==> src/common/board_cfg_pkg.sv <==
`default_nettype none

package board_cfg_pkg;

	// spi command codes from the board controller.
	localparam logic [7:0] cmd_buttons = 8'h01;
	localparam logic [7:0] cmd_key     = 8'h05;
	localparam logic [7:0] cmd_status  = 8'h1E;

	localparam int key_width    = 11;
	localparam int status_width = 32;

	// status word bits.
	localparam int st_reset_bit      = 0;
	localparam int st_menu_reset_bit = 9;
	localparam int st_scanline_lo    = 2;

	// field positions in the buttons payload byte.
	localparam int cfg_buttons_lo     = 0;
	localparam int cfg_switches_lo    = 2;
	localparam int cfg_sd_disable_bit = 4;

	// button that forces a core reset.
	localparam int btn_reset_bit = 1;

endpackage

`default_nettype wire

==> src/common/av_pkg.sv <==
`default_nettype none

package av_pkg;

	// vga colour depth per channel.
	localparam int color_width = 6;

	// scanline modes from status bits 3:2.
	localparam logic [1:0] scan_mode_none = 2'd0;
	localparam logic [1:0] scan_mode_25   = 2'd1;
	localparam logic [1:0] scan_mode_50   = 2'd2;
	localparam logic [1:0] scan_mode_75   = 2'd3;

	// colour level of a lit pixel on a darkened line.
	localparam logic [5:0] scan_level_none = 6'd63;
	localparam logic [5:0] scan_level_25   = 6'd47;
	localparam logic [5:0] scan_level_50   = 6'd31;
	localparam logic [5:0] scan_level_75   = 6'd15;

	// audio sample width shared by both channels.
	localparam int sample_width = 16;

endpackage

`default_nettype wire

==> src/user_io/spi_user_io.sv <==
`timescale 1ns/1ps
`default_nettype none

module spi_user_io (
	input  wire                                      clk_sys,
	input  wire                                      rst,
	input  wire                                      SPI_SCK,
	input  wire                                      SPI_DI,
	input  wire                                      SPI_SS_IO,
	input  wire                                      key_ack,
	output logic [board_cfg_pkg::status_width-1:0]   status,
	output logic [1:0]                               buttons,
	output logic [1:0]                               switches,
	output logic                                     scandoubler_disable,
	output logic                                     core_reset,
	output logic                                     key_req,
	output logic [board_cfg_pkg::key_width-1:0]      key_data
);

	logic [1:0]  sck_sync;
	logic [1:0]  di_sync;
	logic [1:0]  ss_sync;
	logic        sck_d;
	logic        sck_rise;
	logic [2:0]  bit_cnt;
	logic [6:0]  shift;
	logic [7:0]  rx_byte;
	logic        byte_done;
	logic [2:0]  byte_idx;
	logic [7:0]  cmd;
	logic [23:0] status_lo;
	logic [2:0]  key_hi;
	logic        key_new;
	logic [board_cfg_pkg::key_width-1:0] new_key;
	logic        ack_wait;
	logic        hs_free;
	logic        pend_valid;
	logic        pend_load;
	logic [board_cfg_pkg::key_width-1:0] pend_data;

	// two-flop synchronizers with ss idling high.
	always_ff @(posedge clk_sys) begin
		if (rst) begin
			sck_sync <= 2'b00;
			di_sync  <= 2'b00;
			ss_sync  <= 2'b11;
			sck_d    <= 1'b0;
		end else begin
			sck_sync <= {sck_sync[0], SPI_SCK};
			di_sync  <= {di_sync[0], SPI_DI};
			ss_sync  <= {ss_sync[0], SPI_SS_IO};
			sck_d    <= sck_sync[1];
		end
	end

	assign sck_rise  = sck_sync[1] & ~sck_d;
	assign rx_byte   = {shift, di_sync[1]};
	assign byte_done = sck_rise && !ss_sync[1] && (bit_cnt == 3'd7);

	// msb first.
	always_ff @(posedge clk_sys) begin
		if (sck_rise)
			shift <= rx_byte[6:0];
	end

	// byte index saturates, so trailing bytes are ignored.
	always_ff @(posedge clk_sys) begin
		if (rst || ss_sync[1]) begin
			bit_cnt  <= 3'd0;
			byte_idx <= 3'd0;
			cmd      <= 8'h00;
		end else if (sck_rise) begin
			bit_cnt <= bit_cnt + 3'd1;
			if (bit_cnt == 3'd7) begin
				if (byte_idx == 3'd0)
					cmd <= rx_byte;
				if (byte_idx != 3'd7)
					byte_idx <= byte_idx + 3'd1;
			end
		end
	end

	// status arrives lsb first.
	always_ff @(posedge clk_sys) begin
		if (byte_done && cmd == board_cfg_pkg::cmd_status && byte_idx != 3'd0)
			status_lo <= {rx_byte, status_lo[23:8]};
		if (byte_done && cmd == board_cfg_pkg::cmd_key && byte_idx == 3'd1)
			key_hi <= rx_byte[2:0];
	end

	always_ff @(posedge clk_sys) begin
		if (rst) begin
			status              <= '0;
			buttons             <= 2'b00;
			switches            <= 2'b00;
			scandoubler_disable <= 1'b0;
		end else if (byte_done) begin
			if (cmd == board_cfg_pkg::cmd_status && byte_idx == 3'd4)
				status <= {rx_byte, status_lo};
			if (cmd == board_cfg_pkg::cmd_buttons && byte_idx == 3'd1) begin
				buttons             <= rx_byte[board_cfg_pkg::cfg_buttons_lo +: 2];
				switches            <= rx_byte[board_cfg_pkg::cfg_switches_lo +: 2];
				scandoubler_disable <= rx_byte[board_cfg_pkg::cfg_sd_disable_bit];
			end
		end
	end

	assign key_new = byte_done && cmd == board_cfg_pkg::cmd_key && byte_idx == 3'd2;
	assign new_key = {key_hi, rx_byte};

	// free when idle, or when the ack just went low.
	assign hs_free   = (!key_req && !ack_wait) || (ack_wait && !key_ack);
	assign pend_load = key_new && (hs_free ? pend_valid : !pend_valid);

	always_ff @(posedge clk_sys) begin
		if (pend_load)
			pend_data <= new_key;
	end

	always_ff @(posedge clk_sys) begin
		if (rst) begin
			key_req    <= 1'b0;
			key_data   <= '0;
			ack_wait   <= 1'b0;
			pend_valid <= 1'b0;
		end else begin
			if (key_req && key_ack) begin
				key_req  <= 1'b0;
				ack_wait <= 1'b1;
			end else if (hs_free) begin
				ack_wait <= 1'b0;
				if (pend_valid) begin
					key_req    <= 1'b1;
					key_data   <= pend_data;
					pend_valid <= key_new;
				end else if (key_new) begin
					key_req  <= 1'b1;
					key_data <= new_key;
				end
			end
			// a key while busy takes the slot if it is empty, else it is lost.
			if (!hs_free && key_new && !pend_valid)
				pend_valid <= 1'b1;
		end
	end

	always_ff @(posedge clk_sys) begin
		if (rst)
			core_reset <= 1'b1;
		else
			core_reset <= status[board_cfg_pkg::st_reset_bit] |
			              status[board_cfg_pkg::st_menu_reset_bit] |
			              buttons[board_cfg_pkg::btn_reset_bit];
	end

	a_req_hold: assert property (@(posedge clk_sys) disable iff (rst)
		key_req && !key_ack |=> key_req)
		else $error("key_req dropped before key_ack");

	a_data_stable: assert property (@(posedge clk_sys) disable iff (rst)
		key_req && !key_ack |=> $stable(key_data))
		else $error("key_data changed during an open request");

endmodule

`default_nettype wire

==> src/video/video_mixer.sv <==
`timescale 1ns/1ps
`default_nettype none

module video_mixer (
	input  wire                                clk_sys,
	input  wire                                rst,
	input  wire                                video_r,
	input  wire                                video_g,
	input  wire                                video_b,
	input  wire                                video_hs,
	input  wire                                video_vs,
	input  wire  [1:0]                         scanline_mode,
	input  wire                                scandoubler_disable,
	output logic [av_pkg::color_width-1:0]     VGA_R,
	output logic [av_pkg::color_width-1:0]     VGA_G,
	output logic [av_pkg::color_width-1:0]     VGA_B,
	output logic                               VGA_HS,
	output logic                               VGA_VS
);

	logic                           hs_d;
	logic                           line_odd;
	logic [av_pkg::color_width-1:0] scan_level;
	logic [av_pkg::color_width-1:0] lit_level;

	always_comb begin
		case (scanline_mode)
			av_pkg::scan_mode_25: scan_level = av_pkg::scan_level_25;
			av_pkg::scan_mode_50: scan_level = av_pkg::scan_level_50;
			av_pkg::scan_mode_75: scan_level = av_pkg::scan_level_75;
			default:              scan_level = av_pkg::scan_level_none;
		endcase
	end

	// darkening only on odd lines with the scandoubler on.
	assign lit_level = (line_odd && !scandoubler_disable) ? scan_level
	                                                      : av_pkg::scan_level_none;

	// line parity restarts every frame.
	always_ff @(posedge clk_sys) begin
		if (rst) begin
			hs_d     <= 1'b0;
			line_odd <= 1'b0;
		end else begin
			hs_d <= video_hs;
			if (video_vs)
				line_odd <= 1'b0;
			else if (video_hs && !hs_d)
				line_odd <= ~line_odd;
		end
	end

	// colours and syncs share one register stage.
	always_ff @(posedge clk_sys) begin
		if (rst) begin
			VGA_R  <= '0;
			VGA_G  <= '0;
			VGA_B  <= '0;
			VGA_HS <= 1'b0;
			VGA_VS <= 1'b0;
		end else begin
			VGA_R  <= video_r ? lit_level : '0;
			VGA_G  <= video_g ? lit_level : '0;
			VGA_B  <= video_b ? lit_level : '0;
			VGA_HS <= video_hs;
			VGA_VS <= video_vs;
		end
	end

	a_sync_delay: assert property (@(posedge clk_sys) disable iff (rst)
		!$past(rst) |-> (VGA_HS == $past(video_hs)) && (VGA_VS == $past(video_vs)))
		else $error("vga syncs not one cycle behind the core syncs");

endmodule

`default_nettype wire

==> src/design/sigma_delta_dac.sv <==
`timescale 1ns/1ps
`default_nettype none

module sigma_delta_dac (
	input  wire                              clk_sys,
	input  wire                              rst,
	input  wire  [av_pkg::sample_width-1:0]  sample,
	output logic                             dac_out
);

	// one bit wider than the sample so the top bit is the carry.
	logic [av_pkg::sample_width:0] acc;

	always_ff @(posedge clk_sys) begin
		if (rst)
			acc <= '0;
		else
			acc <= {1'b0, acc[av_pkg::sample_width-1:0]} + {1'b0, sample};
	end

	// carry density tracks sample / 2^16.
	assign dac_out = acc[av_pkg::sample_width];

endmodule

`default_nettype wire

==> src/design/oric_board_top.sv <==
`timescale 1ns/1ps
`default_nettype none

module oric_board_top (
	input  wire                                     clk_sys,
	input  wire                                     rst,
	input  wire                                     SPI_SCK,
	input  wire                                     SPI_DI,
	input  wire                                     SPI_SS_IO,
	input  wire                                     video_r,
	input  wire                                     video_g,
	input  wire                                     video_b,
	input  wire                                     video_hs,
	input  wire                                     video_vs,
	input  wire  [av_pkg::sample_width-1:0]         audio_l,
	input  wire  [av_pkg::sample_width-1:0]         audio_r,
	input  wire                                     key_ack,
	output wire  [av_pkg::color_width-1:0]          VGA_R,
	output wire  [av_pkg::color_width-1:0]          VGA_G,
	output wire  [av_pkg::color_width-1:0]          VGA_B,
	output wire                                     VGA_HS,
	output wire                                     VGA_VS,
	output wire                                     AUDIO_L,
	output wire                                     AUDIO_R,
	output wire                                     core_reset,
	output wire                                     key_req,
	output wire  [board_cfg_pkg::key_width-1:0]     key_data,
	output wire  [board_cfg_pkg::status_width-1:0]  status
);

	wire scandoubler_disable;

	spi_user_io u_spi_user_io (
		.clk_sys             (clk_sys),
		.rst                 (rst),
		.SPI_SCK             (SPI_SCK),
		.SPI_DI              (SPI_DI),
		.SPI_SS_IO           (SPI_SS_IO),
		.key_ack             (key_ack),
		.status              (status),
		.buttons             (),
		.switches            (),
		.scandoubler_disable (scandoubler_disable),
		.core_reset          (core_reset),
		.key_req             (key_req),
		.key_data            (key_data)
	);

	video_mixer u_video_mixer (
		.clk_sys             (clk_sys),
		.rst                 (rst),
		.video_r             (video_r),
		.video_g             (video_g),
		.video_b             (video_b),
		.video_hs            (video_hs),
		.video_vs            (video_vs),
		.scanline_mode       (status[board_cfg_pkg::st_scanline_lo +: 2]),
		.scandoubler_disable (scandoubler_disable),
		.VGA_R               (VGA_R),
		.VGA_G               (VGA_G),
		.VGA_B               (VGA_B),
		.VGA_HS              (VGA_HS),
		.VGA_VS              (VGA_VS)
	);

	sigma_delta_dac u_dac_l (
		.clk_sys (clk_sys),
		.rst     (rst),
		.sample  (audio_l),
		.dac_out (AUDIO_L)
	);

	sigma_delta_dac u_dac_r (
		.clk_sys (clk_sys),
		.rst     (rst),
		.sample  (audio_r),
		.dac_out (AUDIO_R)
	);

endmodule

`default_nettype wire

==> config.mk <==
export PLATFORM = sky130hd
export DESIGN_NAME = oric_board_top
export DESIGN_NICKNAME = d
export VERILOG_FILES = /design/src/common/board_cfg_pkg.sv /design/src/common/av_pkg.sv /design/src/user_io/spi_user_io.sv /design/src/video/video_mixer.sv /design/src/design/sigma_delta_dac.sv /design/src/design/oric_board_top.sv
export SDC_FILE = /design/constraint.sdc
export NUM_CORES = 1
export LEC_CHECK = 0
export ABC_AREA = 0
export BUFFER_PORTS_ARGS = -buffer_cell sky130_fd_sc_hd__buf_2
export CAP_MARGIN = 20
export CELL_PAD_IN_SITES_DETAIL_PLACEMENT = 1
export CELL_PAD_IN_SITES_GLOBAL_PLACEMENT = 1
export CORE_ASPECT_RATIO = 0.7
export CORE_MARGIN = 5
export CORE_UTILIZATION = 40
export CTS_CLUSTER_DIAMETER = 50
export DETAILED_ROUTE_END_ITERATION = 16
export GPL_TIMING_DRIVEN = 0
export PLACE_DENSITY_LB_ADDON = 0.1
export SLEW_MARGIN = 5
export SYNTH_ARGS = -nofsm -noshare
export SYNTH_HDL_FRONTEND = slang
export SYNTH_SLANG_ARGS = --single-unit
export TNS_END_PERCENT = 30
==> constraint.sdc <==
create_clock -name clk_sys -period 2.8 [get_ports clk_sys]
set_clock_uncertainty 0.05 [all_clocks]
set_input_delay 0.7 -clock clk_sys [delete_from_list [all_inputs] [get_ports clk_sys]]
set_output_delay 0.7 -clock clk_sys [all_outputs]
set_load 0.05 [all_outputs]
==> flow_summary.yaml, run 1 <==
placed_design:
  hpwl_um: 12700
  placed_cells: 993
  post-place-ws_ps: -285
  place.gp.congestion: 0.811
  io_buffers: 108
yosys:
  ys_seq_area_share_pct: 53.7
  synth_nets: 737
  synth_flop_cell: "dfxtp_1"
  ys_ff_latch: 161
  yosys_warnings: 0
  async_flop_share_pct: 0
  synth_area_sq_um: 6840
  syn_inst: 653
  synth.distinct_cells: 58
  synth-edff-count: 45
  avgSynthCellArea_sq_um: 10.5
floorplan:
  rows: 40
  die_h_um: 119
  start_util_pct: 40.3
  ios: 110
  die_w_um: 166
  core-area_sq_um: 17000
  fp.dieArea_sq_um: 19900
min_path:
  hp-class: "flip-flop to flip-flop"
worst_setup_path:
  regToRegStartpoint: "u_spi_user_io.pend_valid$_SDFFE_PP0P_"
  cp.arrival_ps: 2950
  reg2reg_depth: 4
  path_class: "input port to flip-flop"
  crit_start: "audio_r[0]"
  r2r_slack_ps: 210
  worstPathRequired_ps: 3110
  start_kind: "input port"
  path_max_fanout: 4
  crit_path_end: "u_dac_r.acc[14]$_SDFF_PP0_"
  end_kind: "flip-flop"
  reg2reg_to: "u_spi_user_io.pend_data[7]$_DFFE_PP_"
timing:
  slew_viol_final: 0
  min_period_ps: 2650
  tns_ps: 0
  grt_setup_unrepaired: "false"
  fin_ws_ps: 155
  worstMarginPinSlew_ps: 948
  timing.fmax_mhz: 378
  timing.slew.headroom_pct: 36.5
  hold_violations: 0
  setup_viol: 0
  min_period_over_period_pct: 94.5
cells_and_area:
  diodes: 0
  drive_above_1_share_pct: 24.8
  post_layout_nonfiller_instances: 1025
  area_delta_synth_final_pct: 21.1
  final_common_cell: "dfxtp_1"
  fin_nets: 865
  final_cell_mix: "116 x dfxtp_1, 112 x buf_2, 89 x nand2_1"
grt:
  grt_max_degree: 18
  overflow: 0
  grt_pass1_vias: 5401
  antenna_found_initial: 0
  grt_pass1_wl_um: 28300
  grtUsageTotal_pct: 17.8
job:
  drv_cap: 0
clock_tree:
  cts_hold_buffers: 0
  htreeDepth: 4
  clk_path_buf_depth: 2
  numCtsBuffers: 17
  cts_root_buf: "clkbuf_16"
  cts_resized: 0
  insertion_delay_ps: 430
  post_cts_buffers: 0
  path_clk_slew_ps: 70
  clock_sinks: 161
  cts_tree: "done"
routing:
  post_drt_wl_per_cell_um: 16.8
  final_antenna_net_count: 0
  vias: 5127
  drt_first_pass_iters: 4
  via_per_inst: 5.00
  drt-total-wl_um: 17200
  drt_iter0_drc: 252
  drc_errors: 0
power:
  vdd_drop_max_mv: 0.359
  p_leak_nw: 3.39
  pwr_density_cell_nw_per_um2: 806
run_status:
  status: "finished, final reports clean"
## registers in the layout, indices dropped and copies added, names as in the netlist, 7 cells and up
register,count
u_dac_l.acc,17
u_spi_user_io.cmd,8
u_spi_user_io.status,32
u_spi_user_io.shift,7
u_spi_user_io.pend_data,11
u_dac_r.acc,17
u_spi_user_io.key_data,11
u_spi_user_io.status_lo,24
## power breakdown
part / switching [W] / internal (W)
Combinational: 0.000939 / 0.000697
Sequential: 0.0000725 / 0.00259
Clock: 0.00104 / 0.00134
Total: 0.00205 / 0.00463
## synth_stat cells, types with 3 or more instances
cell type | instances | area share (%)
nor2_2 | 10 | 0.91
xnor2_1 | 13 | 1.7
o21ai_0 | 18 | 1.3
o21a_1 | 6 | 0.66
ha_1 | 39 | 7.1
nor2_1 | 64 | 3.5
dfxtp_1 | 116 | 34
a211oi_2 | 9 | 1.6
nor2b_1 | 22 | 2.0
buf_6 | 4 | 0.66
o211ai_1 | 3 | 0.33
mux2i_1 | 23 | 3.4
mux2_2 | 5 | 0.82
nand4_1 | 7 | 0.64
or2_2 | 4 | 0.37
a21oi_1 | 54 | 3.9
edfxtp_1 | 45 | 20
nor3_1 | 8 | 0.59
buf_1 | 5 | 0.27
a211oi_1 | 13 | 1.4
nand2_1 | 89 | 4.9
xor2_1 | 6 | 0.77
a21o_1 | 10 | 1.1
buf_4 | 10 | 1.1
inv_1 | 14 | 0.77
clkbuf_1 | 13 | 0.71
buf_2 | 4 | 0.29
## critical path, stage by stage
cell and delay [ps]:
buf_2 100, ha_1 220, fa_1 460, a211oi_1 320
o211ai_1 140, nand2_1 160, o21ai_0 270, or3_1 440
a21oi_1 140
## cell type report
| class | count | area, sq um |
|---|---|---|
| tap | 231 | 289 |
| sequential | 161 | 3670 |
| inverter | 14 | 52.6 |
| timing repair buffer | 109 | 552 |
| buffer | 36 | 208 |
| fill | 1912 | 8680 |
| clock inverter | 15 | 170 |
| clock buffer | 17 | 425 |
| multi-input combinational | 442 | 2920 |
## worst min-delay path by stage
stage                                              startpoint                             endpoint  slack (ps)  cells past startpoint
after floorplan           u_spi_user_io.ss_sync[0]$_SDFF_PP1_  u_spi_user_io.ss_sync[1]$_SDFF_PP1_         340                      1
after global placement    u_spi_user_io.ss_sync[0]$_SDFF_PP1_  u_spi_user_io.ss_sync[1]$_SDFF_PP1_         340                      1
after detailed placement  u_spi_user_io.ss_sync[0]$_SDFF_PP1_  u_spi_user_io.ss_sync[1]$_SDFF_PP1_         360                      1
after CTS                 u_spi_user_io.ss_sync[0]$_SDFF_PP1_  u_spi_user_io.ss_sync[1]$_SDFF_PP1_         380                      1
after global routing      u_spi_user_io.ss_sync[0]$_SDFF_PP1_  u_spi_user_io.ss_sync[1]$_SDFF_PP1_         390                      1
final                     u_spi_user_io.ss_sync[0]$_SDFF_PP1_  u_spi_user_io.ss_sync[1]$_SDFF_PP1_         370                      1
## layer usage
layer,vias to the layer above,wire (um),global-route usage (%)
li1,2525,-,-
met1,2480,8430,24.1
met2,96,7810,28.2
met3,26,711,4.58
met4,0,243,5.11
met5,-,0,0
## through the flow
step / total power (W) / util, % / hold slack (ps) / instance area, sq um
global route: 0.00706 / 48.8 / 389 / 8290
detailed placement: 0.00434 / 45.3 / 361 / 7690
finish: 0.00668 / 48.8 / 369 / 8290
CTS: 0.00673 / 48.8 / 377 / 8290
global placement: 0.00426 / 45.2 / 343 / 7670
floorplan: 0.00397 / - / 339 / 6840
## cells by family after synthesis
| family | synth area share, % |
|---|---|
| AND/OR/NAND/NOR | 15.5 |
| flip-flops | 53.7 |
| adder cells (fa/ha/maj) | 7.72 |
| XOR/XNOR | 2.43 |
| AO/OA/AOI/OAI | 12.4 |
| buffers and inverters | 3.80 |
| multiplexers | 4.52 |
Note: power is estimated with default switching activity, not from simulation.
==> run 2: changes to the inputs <==
- CORE_UTILIZATION: 40 -> 44
- clock period: 2.8 -> 2.7 ns (I/O delays scaled with it)
==> run 2 against run 1 <==
Compared with the run above:
- die area shrank 8.5%
- critical path depth is the same
- sequential share of layout area about the same
- wire length up 2.5%
- worst setup slack worse by 8.6 ps
- sequential power grew 4%
- count of clock-buffer cells in the layout is 8 higher
- worst hold slack lost 9.0 ps
- combinational power grew 4%
- sequential cell count stayed put
==> flow_summary.yaml, run 2 (same netlist as run 1, synthesis figures left out) <==
worst_setup_path:
  path_max_fanout: 4
  reg2reg_to: "u_dac_r.acc[14]$_SDFF_PP0_"
  regToRegStartpoint: "u_dac_r.acc[0]$_SDFF_PP0_"
  end_kind: "flip-flop"
  path_class: "input port to flip-flop"
  reg2reg_depth: 8
  start_kind: "input port"
  r2r_slack_ps: 210
  worstPathRequired_ps: 3000
  cp.arrival_ps: 2850
cells_and_area:
  area_delta_synth_final_pct: 21.1
  diodes: 0
  reg_top3: "u_spi_user_io.status: 32 flops, u_spi_user_io.status_lo: 24 flops"
  final_cell_mix: "116 x dfxtp_1, 112 x buf_2, 89 x nand2_1"
  drive_above_1_share_pct: 24.4
  fillers: 1734
  final_common_cell: "dfxtp_1"
  largest_register: "u_spi_user_io.status"
  fin_nets: 865
  largest_reg_flops: 32
clock_tree:
  cts_resized: 0
  post_cts_buffers: 0
  clock_sinks: 161
  cts_tree: "done"
  clk_path_buf_depth: 2
  numCtsBuffers: 17
  htreeDepth: 4
  path_clk_slew_ps: 60
  insertion_delay_ps: 430
  cts_hold_buffers: 0
  cts_root_buf: "clkbuf_16"
timing:
  timing.fmax_mhz: 392
  timing.slew.headroom_pct: 45.5
  min_period_ps: 2550
  min_period_over_period_pct: 94.6
  hold_violations: 0
  grt_setup_unrepaired: "false"
  slew_viol_final: 0
  setup_viol: 0
  worstMarginPinSlew_ps: 817
  tns_ps: 0
floorplan:
  ios: 110
  die_h_um: 114
  start_util_pct: 44.6
  core-area_sq_um: 15400
  fp.dieArea_sq_um: 18200
  die_w_um: 159
  rows: 38
power:
  p_leak_nw: 3.40
  pwr_density_cell_nw_per_um2: 844
  power_w: 0.00700
  vdd_drop_max_mv: 0.412
min_path:
  hp-class: "flip-flop to flip-flop"
  worstHoldStart: "u_spi_user_io.ss_sync[0]$_SDFF_PP1_"
  holdPathEnd: "u_spi_user_io.ss_sync[1]$_SDFF_PP1_"
  min_delay_path_depth: 1
routing:
  drc_errors: 0
  via_per_inst: 5.25
  drt_iter0_drc: 232
  post_drt_wl_per_cell_um: 17.7
  drt-total-wl_um: 17600
  drt_first_pass_iters: 4
  final_antenna_net_count: 0
  vias: 5222
placed_design:
  place.gp.congestion: 0.790
  hpwl_um: 12900
  io_buffers: 108
grt:
  overflow: 0
  grt_pass1_wl_um: 28200
  antenna_found_initial: 0
  grt_pass1_vias: 5444
  grt_max_degree: 18
  grtUsageTotal_pct: 19.6
job:
  drv_cap: 0
run_status:
  status: "finished, final reports clean"
## run 2: critical path, cell delays in order
cell and delay, ps:
buf_2 100, ha_1 220, fa_1 450, a211oi_1 340, o211ai_1 140, nand2_1 160, o21ai_1 200, or3_1 410
a21oi_1 160
## run 2: power by group
group          switching (W)  internal [W]  total, W
combinational       0.000984      0.000726   0.00171
sequential         0.0000761       0.00269   0.00276
clock               0.000977       0.00155   0.00252
## run 2: metal layers
layer / routed length, um / vias up / part of all wire (%) / track usage [%]
met2: 8320 / 95 / 47 / 32.7
li1: - / 2529 / - / -
met3: 748 / 24 / 4.2 / 4.79
met5: 0 / - / 0 / 0
met4: 283 / 0 / 1.6 / 7.16
met1: 8270 / 2574 / 47 / 25.1
## run 2: cell type report
class	count	area, sq um	area share, %
inverter	14	52.6	0.634
clock buffer	25	528	6.37
clock inverter	7	95.1	1.15
multi-input combinational	442	2920	35.3
tap	200	250	3.02
buffer	36	208	2.51
sequential	161	3670	44.3
timing repair buffer	109	556	6.70
## run 2: stage by stage
step | cells | utilization (%) | instance area [sq um] | hold WS (ps) | setup slack (ps)
after floorplan | 653 | - | 6850 | 339 | 59.5
after global placement | 961 | 49.7 | 7640 | 343 | -340
after detailed placement | 962 | 49.9 | 7660 | 352 | -396
after CTS | 994 | 53.9 | 8280 | 364 | 52.5
after global routing | 994 | 54.0 | 8290 | 377 | 64.1
final | 994 | 54.0 | 8290 | 360 | 146
## run 2: how the worst max path moves through the flow
stage,start,endpoint
floorplan,audio_r[0],u_dac_r.acc[14]$_SDFF_PP0_
global placement,u_spi_user_io.bit_cnt[0]$_SDFFE_PP0N_,u_spi_user_io.pend_data[5]$_DFFE_PP_
detailed placement,audio_r[0],u_dac_r.acc[14]$_SDFF_PP0_
CTS,audio_r[0],u_dac_r.acc[14]$_SDFF_PP0_
global route,audio_l[0],u_dac_l.acc[16]$_SDFF_PP0_
finish,audio_r[0],u_dac_r.acc[14]$_SDFF_PP0_
